[config.mk]
export PLATFORM = sky130hd
export DESIGN_NAME = cpu
export DESIGN_NICKNAME = d
export VERILOG_FILES = /design/src/design/cpu8_pkg.sv /design/src/design/pc_unit.sv /design/src/design/control_unit.sv /design/src/design/reg_file.sv /design/src/design/alu.sv /design/src/design/cpu.sv
export VERILOG_INCLUDE_DIRS = /design/src /design/src/design
export SDC_FILE = /design/constraint.sdc
export NUM_CORES = 1
export LEC_CHECK = 0
export ABC_AREA = 1
export CORE_ASPECT_RATIO = 1.5
export CORE_UTILIZATION = 50
export DETAILED_ROUTE_END_ITERATION = 6
export DONT_BUFFER_PORTS = 1
export PLACE_DENSITY = 0.72
export SYNTH_ARGS = -nofsm -noshare
export SYNTH_HDL_FRONTEND = slang
export SYNTH_HIERARCHICAL = 1
export SYNTH_SLANG_ARGS = --single-unit
export TNS_END_PERCENT = 30
[constraint.sdc]
create_clock -name clk -period 4.2 [get_ports clk]
set_clock_uncertainty 0.15 [all_clocks]
set_input_delay 0.84 -clock clk [delete_from_list [all_inputs] [get_ports clk]]
set_output_delay 0.84 -clock clk [all_outputs]
set_load 0.01 [all_outputs]
[src/design/cpu8_macros.svh]
/*
 * widths, register count and opcode values for the 8-bit processor
 */

`ifndef CPU8_MACROS_SVH
`define CPU8_MACROS_SVH

// datapath and register file sizes
`define CPU8_DATA_W     8
`define CPU8_ADDR_W     32
`define CPU8_INSTR_W    32
`define CPU8_REG_CNT    8
`define CPU8_REG_IDX_W  3

// opcode values, instruction bits 31..24
`define CPU8_OP_LOADI   8'd0
`define CPU8_OP_MOV     8'd1
`define CPU8_OP_ADD     8'd2
`define CPU8_OP_SUB     8'd3
`define CPU8_OP_AND     8'd4
`define CPU8_OP_OR      8'd5
`define CPU8_OP_J       8'd6
`define CPU8_OP_BEQ     8'd7
`define CPU8_OP_BNE     8'd8
// shift amount comes from the immediate
`define CPU8_OP_SRL     8'd9
`define CPU8_OP_SLL     8'd10

`endif

[src/design/cpu8_pkg.sv]
/*
 * shared types of the 8-bit processor
 * data, address, instruction and register index types, ALU and branch enums
 */

`default_nettype none

`include "cpu8_macros.svh"

package cpu8_pkg;

    // register or ALU value
    typedef logic [`CPU8_DATA_W-1:0]    data_t;
    // byte address, pc width
    typedef logic [`CPU8_ADDR_W-1:0]    addr_t;
    // raw instruction word
    typedef logic [`CPU8_INSTR_W-1:0]   instr_t;
    // register number
    typedef logic [`CPU8_REG_IDX_W-1:0] reg_idx_t;
    // opcode field, top byte of the word
    typedef logic [7:0]                 opcode_t;

    // ALU operations
    // sub and sll are built around these outside the ALU
    typedef enum logic [2:0] {
        ALU_FWD = 3'd0,
        ALU_ADD = 3'd1,
        ALU_AND = 3'd2,
        ALU_OR  = 3'd3,
        ALU_SRL = 3'd4
    } alu_op_e;

    // branch condition on the ALU zero flag
    typedef enum logic [1:0] {
        BR_NONE  = 2'd0,
        BR_ZERO  = 2'd1,
        BR_NZERO = 2'd2
    } branch_e;

endpackage

`default_nettype wire

[src/design/pc_unit.sv]
/*
 * program counter with pc+4 adder, branch target adder and next-pc select
 */

`default_nettype none
`timescale 1ns/1ps

`include "cpu8_macros.svh"

module pc_unit (
    input  logic               clk,
    input  logic               arst_n,
    input  logic               jump,
    input  cpu8_pkg::branch_e  branch,
    input  logic               zero,
    input  cpu8_pkg::data_t    offset,
    output cpu8_pkg::addr_t    pc
);

    cpu8_pkg::addr_t pc_plus4;
    cpu8_pkg::addr_t offset_ext;
    cpu8_pkg::addr_t target;
    cpu8_pkg::addr_t pc_next;
    logic            br_taken;

    // sequential address
    assign pc_plus4 = pc + `CPU8_ADDR_W'd4;

    // word offset, sign extended and scaled to bytes
    assign offset_ext = {{(`CPU8_ADDR_W-`CPU8_DATA_W-2){offset[`CPU8_DATA_W-1]}}, offset, 2'b00};
    assign target = pc_plus4 + offset_ext;

    // branch condition from zero flag
    always_comb begin
        case (branch)
            cpu8_pkg::BR_ZERO:  br_taken = zero;
            cpu8_pkg::BR_NZERO: br_taken = !zero;
            default:            br_taken = 1'b0;
        endcase
    end

    // jump or taken branch goes to target
    assign pc_next = (jump || br_taken) ? target : pc_plus4;

    always_ff @(posedge clk or negedge arst_n) begin
        if (!arst_n) begin
            pc <= '0;
        end else begin
            pc <= pc_next;
        end
    end

    // instruction fetch relies on word aligned pc
    a_pc_aligned : assert property (
        @(posedge clk) disable iff (!arst_n) pc[1:0] == 2'b00
    ) else $error("pc not word aligned: %h", pc);

endmodule

`default_nettype wire

[src/design/control_unit.sv]
/*
 * opcode decoder
 * write enable, operand selects, ALU op, reverse, jump and branch kind
 */

`default_nettype none
`timescale 1ns/1ps

`include "cpu8_macros.svh"

module control_unit (
    input  logic               arst_n,
    input  cpu8_pkg::opcode_t  opcode,
    output logic               reg_we,
    output logic               neg_sel,
    output logic               imm_sel,
    output logic               rev_en,
    output logic               jump,
    output cpu8_pkg::alu_op_e  alu_op,
    output cpu8_pkg::branch_e  branch
);

    always_comb begin
        // defaults, no write and no control flow
        reg_we  = 1'b0;
        neg_sel = 1'b0;
        imm_sel = 1'b0;
        rev_en  = 1'b0;
        jump    = 1'b0;
        alu_op  = cpu8_pkg::ALU_FWD;
        branch  = cpu8_pkg::BR_NONE;

        case (opcode)
            `CPU8_OP_LOADI: begin
                // immediate straight through
                reg_we  = 1'b1;
                imm_sel = 1'b1;
            end
            `CPU8_OP_MOV: begin
                reg_we  = 1'b1;
            end
            `CPU8_OP_ADD: begin
                reg_we  = 1'b1;
                alu_op  = cpu8_pkg::ALU_ADD;
            end
            `CPU8_OP_SUB: begin
                // add the negated second operand
                reg_we  = 1'b1;
                neg_sel = 1'b1;
                alu_op  = cpu8_pkg::ALU_ADD;
            end
            `CPU8_OP_AND: begin
                reg_we  = 1'b1;
                alu_op  = cpu8_pkg::ALU_AND;
            end
            `CPU8_OP_OR: begin
                reg_we  = 1'b1;
                alu_op  = cpu8_pkg::ALU_OR;
            end
            `CPU8_OP_J: begin
                jump    = 1'b1;
            end
            `CPU8_OP_BEQ, `CPU8_OP_BNE: begin
                // compare by subtraction
                neg_sel = 1'b1;
                alu_op  = cpu8_pkg::ALU_ADD;
                branch  = (opcode == `CPU8_OP_BEQ) ? cpu8_pkg::BR_ZERO : cpu8_pkg::BR_NZERO;
            end
            `CPU8_OP_SRL, `CPU8_OP_SLL: begin
                // amount in the immediate
                reg_we  = 1'b1;
                imm_sel = 1'b1;
                alu_op  = cpu8_pkg::ALU_SRL;
                // left shift via reversed right shift
                rev_en  = (opcode == `CPU8_OP_SLL);
            end
            default: begin
                // unknown opcode, plain pc+4
            end
        endcase

        // held in reset, nothing retires
        if (!arst_n) begin
            reg_we = 1'b0;
            jump   = 1'b0;
            branch = cpu8_pkg::BR_NONE;
        end

        // pc_unit expects at most one redirect source
        a_one_redirect : assert (!(jump && branch != cpu8_pkg::BR_NONE))
            else $error("jump and branch both active, opcode %h", opcode);
    end

endmodule

`default_nettype wire

[src/design/reg_file.sv]
/*
 * eight 8-bit registers
 * two combinational read ports, one synchronous write port
 */

`default_nettype none
`timescale 1ns/1ps

`include "cpu8_macros.svh"

module reg_file (
    input  logic                clk,
    input  logic                arst_n,
    input  cpu8_pkg::reg_idx_t  rs1,
    input  cpu8_pkg::reg_idx_t  rs2,
    input  cpu8_pkg::reg_idx_t  rd,
    input  cpu8_pkg::data_t     wdata,
    input  logic                we,
    output cpu8_pkg::data_t     rd1,
    output cpu8_pkg::data_t     rd2
);

    // register array
    cpu8_pkg::data_t regs [`CPU8_REG_CNT];

    // written at the edge and cleared on reset
    always_ff @(posedge clk or negedge arst_n) begin
        if (!arst_n) begin
            for (int i = 0; i < `CPU8_REG_CNT; i++) begin
                regs[i] <= '0;
            end
        end else if (we) begin
            regs[rd] <= wdata;
        end
    end

    // reads see the old value until the edge
    assign rd1 = regs[rs1];
    assign rd2 = regs[rs2];

    // write index must come from a decoded instruction
    a_rd_known : assert property (
        @(posedge clk) disable iff (!arst_n) we |-> !$isunknown(rd)
    ) else $error("register write with unknown index");

endmodule

`default_nettype wire

[src/design/alu.sv]
/*
 * 8-bit ALU
 * forward, add, and, or, logical right shift, zero flag
 */

`default_nettype none
`timescale 1ns/1ps

module alu (
    input  cpu8_pkg::data_t    a,
    input  cpu8_pkg::data_t    b,
    input  cpu8_pkg::alu_op_e  op,
    output cpu8_pkg::data_t    result,
    output logic               zero
);

    // shift amount, low three bits of b
    logic [2:0] shamt;

    assign shamt = b[2:0];

    always_comb begin
        case (op)
            cpu8_pkg::ALU_FWD: begin
                // loadi and mov pass b
                result = b;
            end
            cpu8_pkg::ALU_ADD: begin
                // also sub and compare, b already negated
                result = a + b;
            end
            cpu8_pkg::ALU_AND: begin
                result = a & b;
            end
            cpu8_pkg::ALU_OR: begin
                result = a | b;
            end
            cpu8_pkg::ALU_SRL: begin
                // zero fill, sll reuses this with reversed bits
                result = a >> shamt;
            end
            default: begin
                result = '0;
            end
        endcase
    end

    // branch condition
    assign zero = (result == '0);

endmodule

`default_nettype wire

[src/design/cpu.sv]
/*
 * single-cycle 8-bit processor top level
 * field split, two's complement, operand muxes, bit reverse, write-back trace
 */

`default_nettype none
`timescale 1ns/1ps

module cpu (
    input  logic                clk,
    input  logic                arst_n,
    input  cpu8_pkg::instr_t    instr,
    output cpu8_pkg::addr_t     pc,
    output logic                wb_en,
    output cpu8_pkg::reg_idx_t  wb_reg,
    output cpu8_pkg::data_t     wb_data
);

    // instruction fields
    cpu8_pkg::opcode_t   opcode;
    cpu8_pkg::reg_idx_t  rd;
    cpu8_pkg::reg_idx_t  rs1;
    cpu8_pkg::reg_idx_t  rs2;
    cpu8_pkg::data_t     imm;
    cpu8_pkg::data_t     offset;

    // control
    logic                reg_we;
    logic                neg_sel;
    logic                imm_sel;
    logic                rev_en;
    logic                jump;
    cpu8_pkg::alu_op_e   alu_op;
    cpu8_pkg::branch_e   branch;

    // datapath
    cpu8_pkg::data_t     rd1;
    cpu8_pkg::data_t     rd2;
    cpu8_pkg::data_t     rd2_neg;
    cpu8_pkg::data_t     op_b_reg;
    cpu8_pkg::data_t     op_a;
    cpu8_pkg::data_t     op_b;
    cpu8_pkg::data_t     alu_out;
    cpu8_pkg::data_t     wdata;
    logic                zero;

    // mirror bit order, used on both sides of the ALU
    function automatic cpu8_pkg::data_t bit_rev(input cpu8_pkg::data_t v);
        cpu8_pkg::data_t r;
        for (int i = 0; i < $bits(v); i++) begin
            r[i] = v[$bits(v)-1-i];
        end
        return r;
    endfunction

    assign opcode = instr[31:24];
    assign offset = instr[23:16];
    assign rd     = instr[18:16];
    assign rs1    = instr[10:8];
    assign rs2    = instr[2:0];
    assign imm    = instr[7:0];

    control_unit i_control_unit (
        .arst_n  (arst_n),
        .opcode  (opcode),
        .reg_we  (reg_we),
        .neg_sel (neg_sel),
        .imm_sel (imm_sel),
        .rev_en  (rev_en),
        .jump    (jump),
        .alu_op  (alu_op),
        .branch  (branch)
    );

    reg_file i_reg_file (
        .clk    (clk),
        .arst_n (arst_n),
        .rs1    (rs1),
        .rs2    (rs2),
        .rd     (rd),
        .wdata  (wdata),
        .we     (reg_we),
        .rd1    (rd1),
        .rd2    (rd2)
    );

    // two's complement for sub and compare
    assign rd2_neg  = ~rd2 + 1'b1;
    assign op_b_reg = neg_sel ? rd2_neg : rd2;
    // immediate overrides the register operand
    assign op_b     = imm_sel ? imm : op_b_reg;

    // sll as reversed srl
    assign op_a = rev_en ? bit_rev(rd1) : rd1;

    alu i_alu (
        .a      (op_a),
        .b      (op_b),
        .op     (alu_op),
        .result (alu_out),
        .zero   (zero)
    );

    // undo the reversal on the way back
    assign wdata = rev_en ? bit_rev(alu_out) : alu_out;

    pc_unit i_pc_unit (
        .clk    (clk),
        .arst_n (arst_n),
        .jump   (jump),
        .branch (branch),
        .zero   (zero),
        .offset (offset),
        .pc     (pc)
    );

    // write-back trace, valid before the retiring edge
    assign wb_en   = reg_we;
    assign wb_reg  = rd;
    assign wb_data = wdata;

endmodule

`default_nettype wire

======== Yosys cells after proc, flatten, opt, wreduce, memory -nomap -nowiden ========
Index checks and enable logic that the tools add are counted.
cells by class
  order comparisons ....................... 4
  muxes and demuxes ....................... 27
  add/sub/neg operators ................... 4
  shift-type cells ........................ 1
  bitwise logic cells ..................... 6
  reduce and logical (&&, ||, !) cells .... 12
  equality and inequality tests ........... 16
operators by type and width
  operator                                                         count
  8-bit two-way mux                                                9
  64-bit bitwise mux                                               1
  8-bit binary-select mux with 3-bit select                        2
  8-bit one-hot mux with 5 select lines                            1
  32-bit by 3-bit adder with 32-bit output, second input constant  1
  32-bit adder                                                     1
  8-bit by 3-bit == test with 1-bit output, second input constant  4
  32-bit two-way mux                                               1
  8-bit demux with 3-bit select                                    1
  8-bit by 4-bit == test with 1-bit output, second input constant  3
  8-bit by 2-bit == test with 1-bit output, second input constant  2
  8-bit zero test                                                  2
  4-bit >= comparator, second input constant                       3
  3-bit NOT with 4-bit output                                      3
  3-bit one-hot mux with 4 select lines                            1
  8-bit by 1-bit adder with 8-bit output, second input constant    1
  8-bit adder                                                      1
  8-bit AND                                                        1
  8-bit by 1-bit == test with 1-bit output, second input constant  1
  8-bit NOT                                                        1
  8-bit bitwise OR                                                 1
  8-bit OR reduction                                               1
  8-bit by 3-bit >> shifter with 8-bit output                      1
  1-bit two-way mux                                                7
  15 further kinds                                                 20
word-level totals
  input bits .............................. 34
  register bits ........................... 96
  logic and storage cells ................. 79
  output and inout port bits .............. 44

======== Longest topological paths before layout ========
  word-level depth ........................ 15
  depth in mapped cells ................... 35
  depth with buffers taken out ............ 33

======== Cells and area by module ========
The synthesis kept the hierarchy.
modules (own cells, without submodules)
  module        area each (sq um)  seq. area each (sq um)  instances  cells each
  pc_unit       3918.8             750.7                   1          640
  reg_file      3801.1             1601.5                  1          589
  alu           1064.8             0.0                     1          213
  cpu           500.5              0.0                     1          107
  control_unit  241.5              0.0                     1          45

======== Worst setup path after synthesis ========
No wires, ideal clock.
  path kind ............................... input to register
  start point ............................. in instr[1]
  end point ............................... reg i_pc_unit.pc[17]
  data required time ...................... 3.967 ns
  stages on the path ...................... 33
  buffers on the path ..................... 3
  slack ................................... -0.346 ns
  setup time .............................. 0.083 ns
  data arrival time ....................... 4.313 ns
  path through ............................ buf_2 > inv_1 > buf_2 > nand3_1 > nand2_1 > nand2_1 > nand2_1 > inv_1 > ha_1 > inv_1 > nand2_1 > xor2_1 > o21ai_1 > inv_1 > ha_1 > nand2_1 > nand2_1 > inv_1 > nand2_1 > nand2_1 > nand2_1 > nand2_1 > nand3_1 > nand2_1 > nor2_1 > nand2_1 > nor2_1 > nor3_1 > nor3_4 > inv_1 > clkbuf_1 > nand2_1 > o21ai_0
on the way
  word-level cells in the longest chain between the ends .. 15
  elaborated cells on any way between the ends .. 18
  those cells by class .................... add/sub: 2; shift: 1; mux: 8; bitwise: 4; reduce/logical: 3
ends and longest elaborated chain
  element                                                   line            source
  from (decl)                                               cpu.sv:12       input cpu8_pkg::instr_t instr,
  3-bit NOT with 4-bit output (not written as such) (*)     reg_file.sv:39  assign rd2 = regs[rs2];
  8-bit binary-select mux with 3-bit select (*)             reg_file.sv:39
  8-bit two-way mux (not written as such) (*) (2 in a row)  reg_file.sv:39
  net rd2[1]                                                cpu.sv:38       cpu8_pkg::data_t rd2;
  8-bit NOT (*)                                             cpu.sv:88       assign rd2_neg = ~rd2 + 1'b1;
  8-bit by 1-bit adder with 8-bit output (*)                cpu.sv:88
  8-bit two-way mux (*)                                     cpu.sv:89       assign op_b_reg = neg_sel ? rd2_neg : rd2;
  8-bit two-way mux (*)                                     cpu.sv:91       assign op_b = imm_sel ? imm : op_b_reg;
  net op_b[2]                                               cpu.sv:42       cpu8_pkg::data_t op_b;
  (+2 left out)                                             -
  net alu_out[7]                                            cpu.sv:43       cpu8_pkg::data_t alu_out;
  8-bit zero test (*)                                       alu.sv:49       assign zero = (result == '0);
  net zero                                                  cpu.sv:45       logic zero;
  1-bit zero test                                           pc_unit.sv:37   cpu8_pkg::BR_NZERO: br_taken = !zero;
  1-bit one-hot mux with 2 select lines (*)                 pc_unit.sv:35   case (branch)
  1-bit logical OR (*)                                      pc_unit.sv:43   assign pc_next = (jump || br_taken) ? target : pc_plus4;
  32-bit two-way mux (*)                                    pc_unit.sv:43
  net i_pc_unit.pc_next[17]                                 pc_unit.sv:23   cpu8_pkg::addr_t pc_next;
  to (signal assigned)                                      pc_unit.sv:49   pc <= pc_next;
  to (decl)                                                 pc_unit.sv:17   output cpu8_pkg::addr_t pc
Mark *: on every way through the listed nets, which the timed path passes. The rest lies on a longest branch. The select of a mux whose other input is x is not followed.
A chain may end at the register's enable or synchronous reset.

======== Worst setup path after layout ========
  start point ............................. in instr[30]
  end point ............................... reg i_pc_unit.pc[2]
on the way
  word-level cells in the longest chain between the ends .. 12
  elaborated cells on any way between the ends .. 44
  those cells by class .................... add/sub: 1; eq/ne: 15; shift: 1; mux: 15; bitwise: 2; reduce/logical: 10
ends and longest elaborated chain
  element                                                                     line                  source
  8-bit by 2-bit == test with 1-bit output (tied with other cells)            control_unit.sv:33    case (opcode)
  3-bit OR reduction (no source line) (*)                                     -
  1-bit two-way mux (*)                                                       control_unit.sv:33
  net neg_sel                                                                 cpu.sv:29             logic neg_sel;
  8-bit two-way mux (*)                                                       cpu.sv:89
  8-bit two-way mux (*)                                                       cpu.sv:91
  net op_b[2]                                                                 cpu.sv:42
  8-bit adder or 8-bit by 3-bit >> shifter with 8-bit output (tied branches)  alu.sv:30, alu.sv:40
  8-bit one-hot mux with 5 select lines (*)                                   alu.sv:23             case (op)
  net alu_out[7]                                                              cpu.sv:43
  8-bit zero test (*)                                                         alu.sv:49
  net zero                                                                    cpu.sv:45
  1-bit zero test                                                             pc_unit.sv:37
  1-bit one-hot mux with 2 select lines (*)                                   pc_unit.sv:35
  1-bit logical OR (*)                                                        pc_unit.sv:43
  32-bit two-way mux (*)                                                      pc_unit.sv:43
  net i_pc_unit.pc_next[2]                                                    pc_unit.sv:23
Mark *: on every way through the listed nets, which the timed path passes. The rest lies on a longest branch.

==> flow_summary.json <==
{
  "finalHoldViolCount": 0,
  "tightest_slew_ns": 0.762,
  "antenna_left": 0,
  "die_x_um": 115,
  "core_um2": 18600,
  "top_layer": "met4",
  "synth_edf_count": 0,
  "wl_met2_um": 16200,
  "finalWirelength_um": 31700,
  "critPathArrivalTime_ns": 4.53,
  "yosysWarnings": 6,
  "grt_antenna_before_repair": 0,
  "seq_area_frac_synth_pct": 24.7,
  "yosysTopAreaCell": "dfrtp_1",
  "hold_class": "input port to async pin",
  "via_count": 10474,
  "synth_fa_ha_area_share_pct": 7.51,
  "rsz0062_at_grt": "yes",
  "avgSynthCellArea_um2": 5.98,
  "critical_path_required_ns": 4.28,
  "grt_start_max_net_pins": 97,
  "grt.total_usage_pct": 32.0,
  "clock_latency_ns": 0.36,
  "cts_max_level": 3,
  "tritoncts": "done",
  "yosys.area_share.xor_xnor_pct": 3.10,
  "detail_route.iter0.violations": 597,
  "path_clk_slew_ns": 0.08,
  "drv_cap": 0,
  "tns_ns": -5.60,
  "cts.path.max_buffers": 2,
  "grt_pass1_vias": 10025,
  "netlist.area_leader.share_pct": 24.7,
  "cp-end-kind": "flip-flop",
  "slowest_delay_ns": 0.42,
  "synthFlopType": "dfrtp_1",
  "dr.pass1.iters": 6,
  "place_hpwl_um": 23100,
  "grt_pass1_wl_um": 48500,
  "portBuffers": 0,
  "crit_slowest_cell": "nor2_1",
  "syn_to_final_growth_pct": 24.1,
  "ys_seq_elements": 94,
  "drc": 0,
  "synth_compound_area_share_pct": 9.13,
  "max-vdd-ir-drop_mv": 0.259,
  "synth-simple-area-share_pct": 43.2,
  "syn_inst": 1594,
  "power_density_nw_per_um2": 290,
  "num_rows": 61,
  "drive_gt1_share_pct": 20.5,
  "nets": 1789,
  "ios": 78,
  "outcome": "complete, but fails checks",
  "dp_slack_ns": -0.403,
  "die_h_um": 171,
  "drt-met1-wl_um": 11400,
  "cp-start-kind": "input port",
  "setup_viol_count_final": 36,
  "netlist-cell-type-count": 48,
  "grt.overflow.total": 0,
  "synth_top_family_by_area": "simple AND/OR/NAND/NOR gates",
  "cts_root_buf": "clkbuf_16",
  "cp_common_cell": "nand2_2",
  "async_flop_share_pct": 100,
  "min_period_over_period_pct": 106,
  "fin_ws_ns": -0.255,
  "antennaDiodeCount": 0,
  "max_freq_mhz": 224,
  "initial_utilization_pct": 51.2,
  "crit_type": "input port to flip-flop",
  "power_mw": 3.43,
  "gp_congestion": 1.01,
  "power_leakage_nw": 6.26,
  "routed_via_density": 5.35,
  "die-area_um2": 19600,
  "final.min_clock_period_ns": 4.45,
  "violations": "negative setup slack",
  "routedWlPerCell_um": 16.2,
  "path_max_fanout": 6,
  "clock-sinks": 94,
  "finalMaxSlewViolations": 0,
  "syn_area_um2": 9530,
  "met3_length_um": 1550,
  "cts_made_buffers": 9,
  "slew_headroom_pct": 49.0,
  "synthTopCellsByArea": "dfrtp_1 25%, nand2_1 24%, inv_1 9.0%",
  "synthMuxAreaShare_pct": 0
}
[power breakdown]
part           switching, mW  internal, mW
sequential             0.145         0.988
clock                  0.405         0.436
combinational          0.887         0.567
total                   1.44          1.99
[registers in the layout, summed over array words and instances (netlist names)]
register         count
i_pc_unit/pc        30
i_reg_file/regs     64
[synth_stat cells (7+ instances only)]
cell type and count:
xor2_1 17, inv_1 228, nand4_1 11, dfrtp_1 94, ha_1 54, nor2_2 7, buf_2 21, xnor2_1 13
inv_2 9, clkbuf_1 10, nor2_1 116, nand3_1 163, a21oi_1 44, buf_4 8, o21ai_1 14, nor2_4 7
nand2_1 603, nor3_1 15, o21ai_0 88
[metal layers]
metal	up-vias	GRT usage, %
met5	-	0
li1	5198	-
met2	373	58.3
met1	4753	32.2
met3	150	4.82
met4	0	25.6
[logic make-up after synthesis]
group / Yosys count
AND/OR/NAND/NOR: 960
buffers and inverters: 286
AO/OA/AOI/OAI: 165
flip-flops: 94
adder cells (fa/ha/maj): 56
XOR/XNOR: 32
other: 1
[metrics by stage]
step	cell area [um^2]	std cells	hold WS [ns]	utilization (%)
after floorplan	9710	1595	0.303	-
after global placement	10500	1899	0.317	56.3
after detailed placement	10500	1899	0.323	56.3
after CTS	11200	1940	0.0137	60.2
after global routing	11800	1956	0.00978	63.5
final	11800	1956	0.0254	63.5
[path summary, 6_finish.rpt]
check                                                      from                         endpoint  slack [ns]  cells past startpoint
worst max register to register  i_reg_file/regs[48]$_DFFE_PN0P_        i_pc_unit/pc[2]$_DFF_PN0_       -0.09                     33
worst max-delay path                                  instr[30]        i_pc_unit/pc[2]$_DFF_PN0_       -0.25                     30
worst min-delay path                                     arst_n  i_reg_file/regs[32]$_DFFE_PN0P_        0.03                      0
min in group clk                i_reg_file/regs[18]$_DFFE_PN0P_  i_reg_file/regs[18]$_DFFE_PN0P_        0.34                      2
worst min register to register  i_reg_file/regs[18]$_DFFE_PN0P_  i_reg_file/regs[18]$_DFFE_PN0P_        0.34                      2
max in group asynchronous                                arst_n       i_pc_unit/pc[29]$_DFF_PN0_        3.72                      0
[cells in the final DEF, fill, tap and decap left out, types with 6 or more instances in the layout]
cell type	n
nand2_1	566
inv_1	206
nand3_1	132
buf_4	116
nor2_1	102
dfrtp_1	94
o21ai_0	80
ha_1	45
nand2_2	40
a21oi_1	36
nand3_2	33
inv_2	22
nor2_2	18
xor2_1	16
xnor2_1	13
clkbuf_16	12
o21ai_1	11
buf_6	11
nand4_1	11
nor2_4	10
nor3_1	10
buf_12	9
ha_4	7
inv_4	6
o21ai_2	6
inv_6	6
or2_2	6
o21bai_1	6
nand3b_1	6
[worst max-delay path: cells and delay by family]
kind	cells	cell delay, ns
compound gates	2	0.26
buf+inv	7	0.76
fa+ha+maj	1	0.33
xor+xnor	1	0.15
simple gates	19	2.19
[layout make-up]
cell class	instances	area (um^2)
fillers	1739	6800
multi-input cells	1215	6620
flip-flops and latches	94	2350
repair buffers	140	1280
inverters	238	948
well taps	252	315
clock buffers	10	239
clock inverters	6	62.6
repair inverters	1	11.3
[timing repair]
action / CTS / global route
setup endpoints to repair: 19 / 38
resized for setup: 58 / 120
pin swaps: 22 / 42
hold buffers: 0 / 0
cloned: 1 / 5
setup buffers: 26 / 11
Power figures use the tool's default switching activity.
